[src/verilog/debug_pkg.sv]
package debug_pkg;

  // **************************************************************************
  // widths.
  // **************************************************************************
  localparam int unsigned CNT_W       = 48;
  localparam int unsigned LANE_W      = 12;
  localparam int unsigned NUM_LANES   = 16;
  localparam int unsigned WH_ADDR_W   = 14;
  localparam int unsigned FEAT_ADDR_W = 16;

  // **************************************************************************
  // stage handshakes, msb first.
  // **************************************************************************
  typedef struct packed {
    logic spmm_vld;
    logic spmm_rdy;
    logic dmvm_vld;
    logic dmvm_rdy;
    logic sm_vld;
    logic sm_rdy;
    logic aggr_vld;
    logic aggr_rdy;
  } stage_hs_t;

  typedef enum logic [1:0] {
    STG_SPMM = 2'd0,
    STG_DMVM = 2'd1,
    STG_SM   = 2'd2,
    STG_AGGR = 2'd3
  } stage_e;

  // word addresses on the wishbone port.
  typedef enum logic [3:0] {
    REG_ID          = 4'd0,
    REG_STATUS      = 4'd1,
    REG_CLEAR       = 4'd2,
    REG_CNT_SEL     = 4'd3,
    REG_CNT_LO      = 4'd4,
    REG_CNT_HI      = 4'd5,
    REG_SNAP_ADDR0  = 4'd6,
    REG_SNAP_ADDR1  = 4'd7,
    REG_SNAP_DATA0  = 4'd8,
    REG_SNAP_DATA1  = 4'd9,
    REG_WATCH_BOUND = 4'd10,
    REG_WATCH_ADDR  = 4'd11
  } dbg_reg_e;

  typedef struct packed {
    logic        cyc;
    logic        stb;
    logic        we;
    logic [3:0]  adr;
    logic [31:0] dat;
  } wb_req_t;

  typedef struct packed {
    logic        ack;
    logic [31:0] dat;
  } wb_rsp_t;

  typedef struct packed {
    logic                   ena;
    logic [FEAT_ADDR_W-1:0] addr;
    logic [31:0]            din;
  } feat_wr_t;

  typedef struct packed {
    stage_e                 cnt_sel;
    logic [WH_ADDR_W-1:0]   snap_addr0;
    logic [WH_ADDR_W-1:0]   snap_addr1;
    logic [FEAT_ADDR_W-1:0] watch_bound;
  } dbg_cfg_t;

  typedef struct packed {
    logic [7:0] sticky;
    logic       watch;
    logic       cnt;
  } dbg_clr_t;

endpackage

[src/verilog/hs_sticky_monitor.sv]
`timescale 1ns/10ps

module hs_sticky_monitor (
  input  logic                 clk,
  input  logic                 rst_n,
  input  debug_pkg::stage_hs_t hs_i,
  input  logic [7:0]           clr_mask_i,
  output debug_pkg::stage_hs_t sticky_o
);

  logic [7:0] sticky_q;
  logic [7:0] sticky_d;

  // a new pulse beats a clear of the same bit.
  always_comb begin
    sticky_d = (sticky_q & ~clr_mask_i) | hs_i;
  end

  always_ff @(posedge clk or negedge rst_n) begin
    if (!rst_n) begin
      sticky_q <= '0;
    end else begin
      sticky_q <= sticky_d;
    end
  end

  assign sticky_o = sticky_q;

endmodule

[src/verilog/event_counter.sv]
`timescale 1ns/10ps

module event_counter (
  input  logic                        clk,
  input  logic                        rst_n,
  input  debug_pkg::stage_hs_t        hs_i,
  input  debug_pkg::stage_e           sel_i,
  input  logic                        clr_i,
  output logic [debug_pkg::CNT_W-1:0] count_o
);

  import debug_pkg::*;

  logic             vld_sel;
  logic [CNT_W-1:0] count_q;

  // valid of the chosen stage.
  always_comb begin
    case (sel_i)
      STG_SPMM: vld_sel = hs_i.spmm_vld;
      STG_DMVM: vld_sel = hs_i.dmvm_vld;
      STG_SM:   vld_sel = hs_i.sm_vld;
      STG_AGGR: vld_sel = hs_i.aggr_vld;
      default:  vld_sel = 1'b0;
    endcase
  end

  // wraps at the counter width.
  always_ff @(posedge clk or negedge rst_n) begin
    if (!rst_n) begin
      count_q <= '0;
    end else if (clr_i) begin
      count_q <= '0;
    end else if (vld_sel) begin
      count_q <= count_q + 1'b1;
    end
  end

  assign count_o = count_q;

endmodule

[src/verilog/snapshot_capture.sv]
`timescale 1ns/10ps

module snapshot_capture #(
  parameter int unsigned SNAP_LANE = 2
) (
  input  logic                                                   clk,
  input  logic                                                   rst_n,
  input  logic [debug_pkg::NUM_LANES-1:0][debug_pkg::LANE_W-1:0] sppe_i,
  input  logic [debug_pkg::WH_ADDR_W-1:0]                        wh_addr_i,
  input  logic                                                   spmm_rdy_i,
  input  logic [debug_pkg::WH_ADDR_W-1:0]                        match_addr0_i,
  input  logic [debug_pkg::WH_ADDR_W-1:0]                        match_addr1_i,
  output logic [debug_pkg::LANE_W-1:0]                           snap0_o,
  output logic [debug_pkg::LANE_W-1:0]                           snap1_o
);

  import debug_pkg::*;

  logic [LANE_W-1:0]    lane_val;
  logic [WH_ADDR_W-1:0] match_addr [2];
  logic [LANE_W-1:0]    snap_q [2];

  assign lane_val      = sppe_i[SNAP_LANE];
  assign match_addr[0] = match_addr0_i;
  assign match_addr[1] = match_addr1_i;

  // **************************************************************************
  // capture slots.
  // **************************************************************************
  for (genvar k = 0; k < 2; k++) begin : g_slot
    logic hit;

    // only a ready spmm stage qualifies the address.
    assign hit = spmm_rdy_i && (wh_addr_i == match_addr[k]);

    always_ff @(posedge clk or negedge rst_n) begin
      if (!rst_n) begin
        snap_q[k] <= '0;
      end else if (hit) begin
        snap_q[k] <= lane_val;
      end
    end
  end

  assign snap0_o = snap_q[0];
  assign snap1_o = snap_q[1];

endmodule

[src/verilog/addr_watch.sv]
`timescale 1ns/10ps

module addr_watch (
  input  logic                              clk,
  input  logic                              rst_n,
  input  debug_pkg::feat_wr_t               feat_wr_i,
  input  logic [debug_pkg::FEAT_ADDR_W-1:0] bound_i,
  input  logic                              clr_i,
  output logic                              hit_o,
  output logic [debug_pkg::FEAT_ADDR_W-1:0] hit_addr_o
);

  import debug_pkg::*;

  logic                   over;
  logic                   hit_q;
  logic [FEAT_ADDR_W-1:0] addr_q;

  assign over = feat_wr_i.ena && (feat_wr_i.addr >= bound_i);

  // address latches on the first hit only.
  always_ff @(posedge clk or negedge rst_n) begin
    if (!rst_n) begin
      hit_q  <= 1'b0;
      addr_q <= '0;
    end else if (clr_i) begin
      hit_q  <= 1'b0;
      addr_q <= '0;
    end else if (over && !hit_q) begin
      hit_q  <= 1'b1;
      addr_q <= feat_wr_i.addr;
    end
  end

  assign hit_o      = hit_q;
  assign hit_addr_o = addr_q;

endmodule

[src/verilog/dbg_ctrl.sv]
`timescale 1ns/10ps

module dbg_ctrl #(
  parameter int unsigned                         NUM_SPARSE_DATA = 12,
  parameter logic [debug_pkg::FEAT_ADDR_W-1:0]   WATCH_BOUND_RST = 16'd43328
) (
  input  logic                                   clk,
  input  logic                                   rst_n,
  input  debug_pkg::wb_req_t                     wb_req_i,
  output debug_pkg::wb_rsp_t                     wb_rsp_o,
  output debug_pkg::dbg_cfg_t                    cfg_o,
  output debug_pkg::dbg_clr_t                    clr_o,
  input  debug_pkg::stage_hs_t                   sticky_i,
  input  logic [debug_pkg::CNT_W-1:0]            count_i,
  input  logic [debug_pkg::LANE_W-1:0]           snap0_i,
  input  logic [debug_pkg::LANE_W-1:0]           snap1_i,
  input  logic                                   watch_hit_i,
  input  logic [debug_pkg::FEAT_ADDR_W-1:0]      watch_addr_i
);

  import debug_pkg::*;

  typedef enum logic {
    IDLE,
    ACK
  } bus_state_e;

  bus_state_e  state_q;
  bus_state_e  state_d;
  dbg_cfg_t    cfg_q;
  dbg_reg_e    reg_sel;
  logic        ack;
  logic        wr_en;
  logic [31:0] rd_data;

  assign reg_sel = dbg_reg_e'(wb_req_i.adr);
  assign ack     = (state_q == ACK);
  // request fields are held by the master through the ack cycle.
  assign wr_en   = ack && wb_req_i.cyc && wb_req_i.stb && wb_req_i.we;

  // **************************************************************************
  // bus FSM, one ack cycle per access.
  // **************************************************************************
  always_comb begin
    state_d = state_q;
    case (state_q)
      IDLE: begin
        if (wb_req_i.cyc && wb_req_i.stb) begin
          state_d = ACK;
        end
      end
      ACK:     state_d = IDLE;
      default: state_d = IDLE;
    endcase
  end

  always_ff @(posedge clk or negedge rst_n) begin
    if (!rst_n) begin
      state_q <= IDLE;
    end else begin
      state_q <= state_d;
    end
  end

  // configuration registers.
  always_ff @(posedge clk or negedge rst_n) begin
    if (!rst_n) begin
      cfg_q.cnt_sel     <= STG_SPMM;
      cfg_q.snap_addr0  <= '0;
      cfg_q.snap_addr1  <= '0;
      cfg_q.watch_bound <= WATCH_BOUND_RST;
    end else if (wr_en) begin
      case (reg_sel)
        REG_CNT_SEL:     cfg_q.cnt_sel     <= stage_e'(wb_req_i.dat[1:0]);
        REG_SNAP_ADDR0:  cfg_q.snap_addr0  <= wb_req_i.dat[WH_ADDR_W-1:0];
        REG_SNAP_ADDR1:  cfg_q.snap_addr1  <= wb_req_i.dat[WH_ADDR_W-1:0];
        REG_WATCH_BOUND: cfg_q.watch_bound <= wb_req_i.dat[FEAT_ADDR_W-1:0];
        default: ;
      endcase
    end
  end

  // clear pulses last for the ack cycle only.
  always_comb begin
    clr_o = '0;
    if (wr_en && (reg_sel == REG_CLEAR)) begin
      clr_o.sticky = wb_req_i.dat[7:0];
      clr_o.watch  = wb_req_i.dat[8];
      clr_o.cnt    = wb_req_i.dat[9];
    end
  end

  // **************************************************************************
  // read data.
  // **************************************************************************
  always_comb begin
    case (reg_sel)
      REG_ID:          rd_data = 32'(NUM_SPARSE_DATA);
      REG_STATUS:      rd_data = {23'd0, watch_hit_i, sticky_i};
      REG_CNT_SEL:     rd_data = {30'd0, cfg_q.cnt_sel};
      REG_CNT_LO:      rd_data = count_i[31:0];
      REG_CNT_HI:      rd_data = 32'(count_i[CNT_W-1:32]);
      REG_SNAP_ADDR0:  rd_data = 32'(cfg_q.snap_addr0);
      REG_SNAP_ADDR1:  rd_data = 32'(cfg_q.snap_addr1);
      REG_SNAP_DATA0:  rd_data = 32'(snap0_i);
      REG_SNAP_DATA1:  rd_data = 32'(snap1_i);
      REG_WATCH_BOUND: rd_data = 32'(cfg_q.watch_bound);
      REG_WATCH_ADDR:  rd_data = 32'(watch_addr_i);
      default:         rd_data = '0;
    endcase
  end

  always_comb begin
    wb_rsp_o.ack = ack;
    wb_rsp_o.dat = rd_data;
  end

  assign cfg_o = cfg_q;

endmodule

[src/verilog/debug_top.sv]
`timescale 1ns/10ps

module debug_top #(
  parameter int unsigned                       NUM_SPARSE_DATA = 12,
  parameter logic [debug_pkg::FEAT_ADDR_W-1:0] WATCH_BOUND_RST = 16'd43328,
  parameter int unsigned                       SNAP_LANE       = 2
) (
  input  logic                                                   clk,
  input  logic                                                   rst_n,
  input  debug_pkg::wb_req_t                                     wb_req_i,
  output debug_pkg::wb_rsp_t                                     wb_rsp_o,
  input  debug_pkg::stage_hs_t                                   stage_hs_i,
  input  logic [debug_pkg::NUM_LANES-1:0][debug_pkg::LANE_W-1:0] sppe_i,
  input  logic [debug_pkg::WH_ADDR_W-1:0]                        wh_addr_i,
  input  debug_pkg::feat_wr_t                                    feat_wr_i
);

  import debug_pkg::*;

  dbg_cfg_t               cfg;
  dbg_clr_t               clr;
  stage_hs_t              sticky;
  logic [CNT_W-1:0]       count;
  logic [LANE_W-1:0]      snap0;
  logic [LANE_W-1:0]      snap1;
  logic                   watch_hit;
  logic [FEAT_ADDR_W-1:0] watch_addr;

  // **************************************************************************
  // register port.
  // **************************************************************************
  dbg_ctrl #(
    .NUM_SPARSE_DATA (NUM_SPARSE_DATA),
    .WATCH_BOUND_RST (WATCH_BOUND_RST)
  ) i_dbg_ctrl (
    .clk          (clk),
    .rst_n        (rst_n),
    .wb_req_i     (wb_req_i),
    .wb_rsp_o     (wb_rsp_o),
    .cfg_o        (cfg),
    .clr_o        (clr),
    .sticky_i     (sticky),
    .count_i      (count),
    .snap0_i      (snap0),
    .snap1_i      (snap1),
    .watch_hit_i  (watch_hit),
    .watch_addr_i (watch_addr)
  );

  // **************************************************************************
  // observers.
  // **************************************************************************
  hs_sticky_monitor i_hs_sticky_monitor (
    .clk        (clk),
    .rst_n      (rst_n),
    .hs_i       (stage_hs_i),
    .clr_mask_i (clr.sticky),
    .sticky_o   (sticky)
  );

  event_counter i_event_counter (
    .clk     (clk),
    .rst_n   (rst_n),
    .hs_i    (stage_hs_i),
    .sel_i   (cfg.cnt_sel),
    .clr_i   (clr.cnt),
    .count_o (count)
  );

  snapshot_capture #(
    .SNAP_LANE (SNAP_LANE)
  ) i_snapshot_capture (
    .clk           (clk),
    .rst_n         (rst_n),
    .sppe_i        (sppe_i),
    .wh_addr_i     (wh_addr_i),
    .spmm_rdy_i    (stage_hs_i.spmm_rdy),
    .match_addr0_i (cfg.snap_addr0),
    .match_addr1_i (cfg.snap_addr1),
    .snap0_o       (snap0),
    .snap1_o       (snap1)
  );

  addr_watch i_addr_watch (
    .clk        (clk),
    .rst_n      (rst_n),
    .feat_wr_i  (feat_wr_i),
    .bound_i    (cfg.watch_bound),
    .clr_i      (clr.watch),
    .hit_o      (watch_hit),
    .hit_addr_o (watch_addr)
  );

endmodule

[config.mk]
export PLATFORM = sky130hd
export DESIGN_NAME = debug_top
export DESIGN_NICKNAME = d
export VERILOG_FILES = /design/src/verilog/debug_pkg.sv /design/src/verilog/hs_sticky_monitor.sv /design/src/verilog/event_counter.sv /design/src/verilog/snapshot_capture.sv /design/src/verilog/addr_watch.sv /design/src/verilog/dbg_ctrl.sv /design/src/verilog/debug_top.sv
export SDC_FILE = /design/constraint.sdc
export NUM_CORES = 1
export LEC_CHECK = 0
export BUFFER_PORTS_ARGS = -buffer_cell sky130_fd_sc_hd__buf_4
export CORE_MARGIN = 1.5
export CORE_UTILIZATION = 40
export DETAILED_ROUTE_END_ITERATION = 10
export PLACE_DENSITY_LB_ADDON = 0.05
export SYNTH_ARGS = -nofsm -noshare
export SYNTH_HDL_FRONTEND = slang
export SYNTH_SLANG_ARGS = --single-unit
[constraint.sdc]
create_clock -name clk -period 4.45 [get_ports clk]
set_clock_uncertainty 0.2 [all_clocks]
set_input_delay 0.2225 -clock clk [delete_from_list [all_inputs] [get_ports clk]]
set_output_delay 0.2225 -clock clk [all_outputs]
set_load 0.05 [all_outputs]
**Word-level counts from Yosys, hierarchy flattened**

Cells that the tools add are included.

- $add $sub $neg: 1
- Reductions and logical operators: 18
- Bitwise gates (word level): 4
- Order comparisons: 1
- Mux-type cells: 11
- Equal/unequal tests: 16

Operators with widths:

| operator | number |
|---|---|
| $pmux 32 s11 | 1 |
| $mux 48 | 2 |
| $add 48x1->48 const B | 1 |
| $mux 16 | 2 |
| $eq 14x14->1 | 2 |
| $eq 4x3->1 const B | 4 |
| $eq 4x4->1 const B | 4 |
| $ge 16x16->1 | 1 |
| $mux 10 | 1 |
| $logic_and 1x1->1 | 9 |
| $and 8x8->8 | 1 |
| $eq 4x2->1 const B | 2 |
| $not 8->8 | 1 |
| $or 8x8->8 | 1 |
| $reduce_and 2->1 | 4 |
| $eq 2x2->1 const B | 2 |
| $eq 4x1->1 const B | 1 |
| $logic_not 4->1 | 1 |
| $pmux 1 s4 | 1 |
| $reduce_bool 2->1 | 2 |
| $mux 1 | 3 |
| $eq 2x1->1 const B | 1 |
| $logic_not 2->1 | 1 |
| $pmux 1 s2 | 1 |
| 2 further kinds | 2 |

- Output and inout port bits: 33
- Input port bits: 304
- Register bits after elaboration: 144
- Word-level logic and storage cells: 62

**Depth between registers and ports, before layout**

- Depth after elaboration: 8
- Gate-level depth with buffers: 10
- Depth with buffers taken out: 8

**Cells and area by module**

From an unflattened synthesis, not the netlist that was laid out.

- Cells, all modules: 828
- Area total of the unflattened synthesis: 8823.5 um2

By module, submodules not included:

| module | times used | cells each | seq. area each (um2) | area an instance (um2) |
|---|---|---|---|---|
| dbg_ctrl | 1 | 312 | 1182.4 | 3424.5 |
| event_counter | 1 | 276 | 1201.2 | 2616.3 |
| addr_watch | 1 | 128 | 425.4 | 1281.2 |
| snapshot_capture | 1 | 88 | 600.6 | 1211.2 |
| hs_sticky_monitor | 1 | 24 | 200.2 | 290.3 |

**Worst setup path before layout**

No wires, ideal clock.

- Path kind: flip-flop to flip-flop
- From: reg i_dbg_ctrl.cfg_q (netlist bit i_dbg_ctrl.cfg_o[15])
- To: reg i_addr_watch.addr_q[10], in the netlist i_addr_watch.hit_addr_o[10]
- Period minus slack after synthesis: 3.008 ns
- Setup slack: 1.442 ns
- Setup time: 0.118 ns
- Required time: 4.132 ns
- Data arrival time: 2.690 ns
- Stages on the path, launching flop included: 10
- Buffers on the path: 1
- Path through: dfstp_2 inv_1 ha_1 nand4_2 or3_1 or4_4 a311oi_4 buf_8 mux2i_1 nor2_1

- Longest elaborated chain between the ends: 4

RTL lines:

| what | line | text |
|---|---|---|
| start, declared | dbg_ctrl.sv:30 | `dbg_cfg_t cfg_q;` |
| $ge 16x16->1 | addr_watch.sv:19 | `assign over = feat_wr_i.ena && (feat_wr_i.addr >= bound_i);` |
| $logic_and 1x1->1 | addr_watch.sv:19 |  |
| $logic_and 1x1->1 | addr_watch.sv:29 | `end else if (over && !hit_q) begin` |
| $reduce_bool 2->1 (no source line) | n/a |  |
| end signal, assigned | addr_watch.sv:31 | `addr_q <= feat_wr_i.addr;` |
| end, declared | addr_watch.sv:17 | `logic [FEAT_ADDR_W-1:0] addr_q;` |

No other way between the ends.
A chain may end at the register's enable or synchronous reset.

**Worst setup path in the final report**

- From: reg i_dbg_ctrl.cfg_q (netlist bit i_dbg_ctrl.cfg_o[15])
- To: reg i_addr_watch.addr_q[1], in the netlist i_addr_watch.hit_addr_o[1]

Same word-level chain as after synthesis.

==> out/summary.log <==
[drt] number of detailed-routing iterations run before antenna repair 5
[clock_network] number of gates resized after CTS 0
[logic_synthesis] register bit total from synthesis 144
[clock_network] number of clock buffers inserted by TritonCTS 17
[logic_synthesis] number of unique standard cell types used by synthesis 56
[timing] Final min period 3.10 ns
[die] count of boundary I/O pins 337
[status] status finished, final reports clean
[die] full die area 21000 um^2
[layout] Seq. cell area 3610 um^2
[timing] pin slew with the least headroom to its limit 0.825 ns
[layout] footprint of the multi-input gates 4150 um^2
[logic_synthesis] post-synthesis area per instance 9.84 um^2
[worst_setup_path] data arrival time of the critical path 3.18 ns
[worst_setup_path] depth of the worst register-to-register path 9
[grt] largest net degree at the start of global routing 75
[power] Comb pwr share 15.8%
[logic_synthesis] Synth Flop Type dfrtp_1
[clock_network] TritonCTS Sinks 144
[power] leakage component of the power 4.66 nW
[worst_setup_path] required time of the critical path 4.53 ns
[power] net switching component of the power 1.02 mW
[clock_network] H-tree levels 4
[clock_network] postcts setup bufs 0
[worst_setup_path] type of the worst setup path flop to flop
[logic_synthesis] top-count cell post-synth dfrtp_1
[timing] setup violation total in the final timing report 0
[place] final estimated routing congestion in global placement 0.868
[layout] fillcell total 1837
[timing] number of max-slew violations in the final report 0
[logic_synthesis] top area cells in the synthesized netlist dfrtp_1 (43%), mux2_1 (8.3%), xnor2_1 (5.8%), nor2_1 (4.1%), nand2_1 (3.3%)
[drt] Detailed Route WL 25700 um
[power] share of total power in the clock network 40.4%
[power] Total Power 3.55 mW
[die] row count 51
[timing] period utilisation layout 69.7%
[drt] DRT antenna net count 0
[worst_setup_path] maximum fanout along the worst path 9
[timing] worst slew margin relative to its limit 44.9%
[power] sequential power share 43.9%
[clock_network] clock tree from TritonCTS yes
[drt] Remaining DRCs 0
[power] maximum vdd drop 0.239 mV
[layout] Synth-to-Final Area Change 28.4%
[worst_setup_path] Critical Path Sink Type flop
[min_path] cell depth of the worst min-delay path 5
[logic_synthesis] count of warnings emitted by yosys 0
[timing] RSZ-0062 raised after global routing false
[logic_synthesis] post-synthesis cell area 8050 um^2
[place] number of cells in the design after placement 1160
[grt] wire length of the first global-routing pass 38600 um
[logic_synthesis] number of flops mapped to enable cells by yosys 0
[layout] Layout Cells excl Fill 1255
[clock_network] worst skew pair latency 0.42 ns
[clock_network] number of buffers inserted by hold repair at cts 64
[place] count of input and output buffers 108
[worst_setup_path] register-to-register setup slack 1.35 ns
[die] effective utilization at floorplan 41.1%
[die] x dimension of the die 145 um
[timing] Worst Hold Slack 0.176 ns
[power] Cell Int Power 2.53 mW
[clock_network] CTS clock-pin slew for the worst setup and hold paths 0.06 ns
[layout] fin nets 1302
[clock_network] largest buffer count on any clock path 2
[timing] Total Negative Setup Slacks 0 ns
[logic_synthesis] post-synthesis net count 1142
[grt] remaining global-route overflow 0
[logic_synthesis] proportion of synthesized flip-flops having asynchronous set or reset 100%
[die] floorplan die height 145 um
[drt] via count 6859
[layout] share of post-route cells with drive strength above 1 17.4%
[clock_network] buffer type at the clock tree root clkbuf_16
[grt] antenna violations before repair 0
[power] switching share of power 28.7%
[drt] number of DRC markers in iteration 0 483
[die] Core Area 19600 um^2
[logic_synthesis] leading cell types by count after synthesis dfrtp_1 (139), nor2_1 (89), nand2_1 (71)
[worst_setup_path] type of origin of the critical path flop
[grt] number of global-route vias before repair 6719
[job] maximum capacitance violations 0
[power] PD cells 343 nW/um^2
[place] HPWL reported at the end of detailed placement 18900 um
[logic_synthesis] synthesized instance count 818
[min_path] path type of the worst min-delay path primary input to flop
[drt] average routed wire per standard cell 20.5 um
[timing] Max Fclk 323 MHz
[logic_synthesis] leading area contributor after synthesis dfrtp_1
[layout] Antenna Cells 0
[timing] final number of hold-violating endpoints 0
[logic_synthesis] register area share after synthesis 44.8%
[drt] routed via count divided by cell count 5.47
[grt] combined global-route utilization of all metal layers 25.2%
[logic_synthesis] share of the synthesized area in the top cell type 43.2%
-- cells by family after synthesis --
family	count (synthesis)	share of synthesized area, %
buffers and inverters	75	3.79
AND/OR/NAND/NOR	293	17.7
adder cells (fa/ha/maj)	20	3.11
AO/OA/AOI/OAI	128	10.5
flip-flops	144	44.8
XOR/XNOR	68	7.40
multiplexers	90	12.8
-- routing by layer --
| metal | part of all wire [%] | global-route usage, % | up-vias |
|---|---|---|---|
| li1 | - | - | 3199 |
| met1 | 44 | 33.5 | 3389 |
| met2 | 47 | 39.6 | 226 |
| met3 | 4.9 | 5.07 | 45 |
| met4 | 3.6 | 11.3 | 0 |
| met5 | 0 | 0 | - |
-- through the flow --
step           utilization (%)  area, um^2  setup slack (ns)
6_report                  52.8       10300              1.35
5_1_grt                   52.8       10300              1.23
4_1_cts                   52.8       10300              1.34
3_5_place_dp              46.5        9120              1.35
3_3_place_gp              46.5        9120              1.40
2_1_floorplan                -        8050              1.44
-- final timing paths --
kind / start / endpoint
max: i_dbg_ctrl.cfg_o[15] / i_addr_watch.hit_addr_o[1]
min: wb_req_i[36] / i_dbg_ctrl.cfg_o[44]
max reg2reg: i_dbg_ctrl.cfg_o[15] / i_addr_watch.hit_addr_o[1]
min reg2reg: i_dbg_ctrl.ack / i_dbg_ctrl.ack
max in group asynchronous: rst_n / i_event_counter.count_o[2]
min in group asynchronous: rst_n / i_snapshot_capture.snap1_o[8]
-- final cells by class --
cell class | count | share of cell area, %
Clock inverter | 12 | 1.31
Timing Repair Buffer | 185 | 15.0
Sequential cell | 144 | 34.9
Inverter | 31 | 1.13
Multi-Input combinational cell | 599 | 40.1
Clock buffer | 19 | 4.28
Tap cell | 265 | 3.21
-- state kept, by name (all words and copies together), names as in the netlist --
name / flops
i_event_counter.count_o: 48
i_hs_sticky_monitor.sticky_o: 8
i_snapshot_capture.snap1_o: 12
i_addr_watch.hit_addr_o: 16
i_dbg_ctrl.ack: 1
i_addr_watch.hit_o: 1
i_snapshot_capture.snap0_o: 12
i_dbg_ctrl.cfg_o: 46
-- power by group through the flow --
stage	logic, mW	clock network (mW)	registers (mW)
after floorplan	0.334	0	1.52
after global placement	0.511	0	1.57
after detailed placement	0.523	0	1.58
after CTS	0.565	1.45	1.55
after global routing	0.616	1.50	1.57
final	0.560	1.43	1.56
-- layout by cell type (no fill, tap or decap), types with 20 or more instances in the layout --
master and n:
o21ai_1 26, a21oi_1 34, dlygate4sd3_1 64, ha_1 20
nand3_1 23, nor2_1 89, nand2_1 71, mux2_1 59
nand4_1 24, xnor2_1 53, buf_4 120, mux2i_1 25
inv_1 31, dfrtp_1 139, and2_1 25
-- critical path: stages, from the launching register on --
cell	delay (ns)
dfstp_2	0.54
inv_1	0.05
ha_1	0.33
nand4_2	0.16
or3_1	0.40
or4_4	0.47
a311oi_4	0.29
buf_4	0.25
mux2i_1	0.21
nor2_1	0.06
No activity file was read; power rests on OpenSTA's default activity.
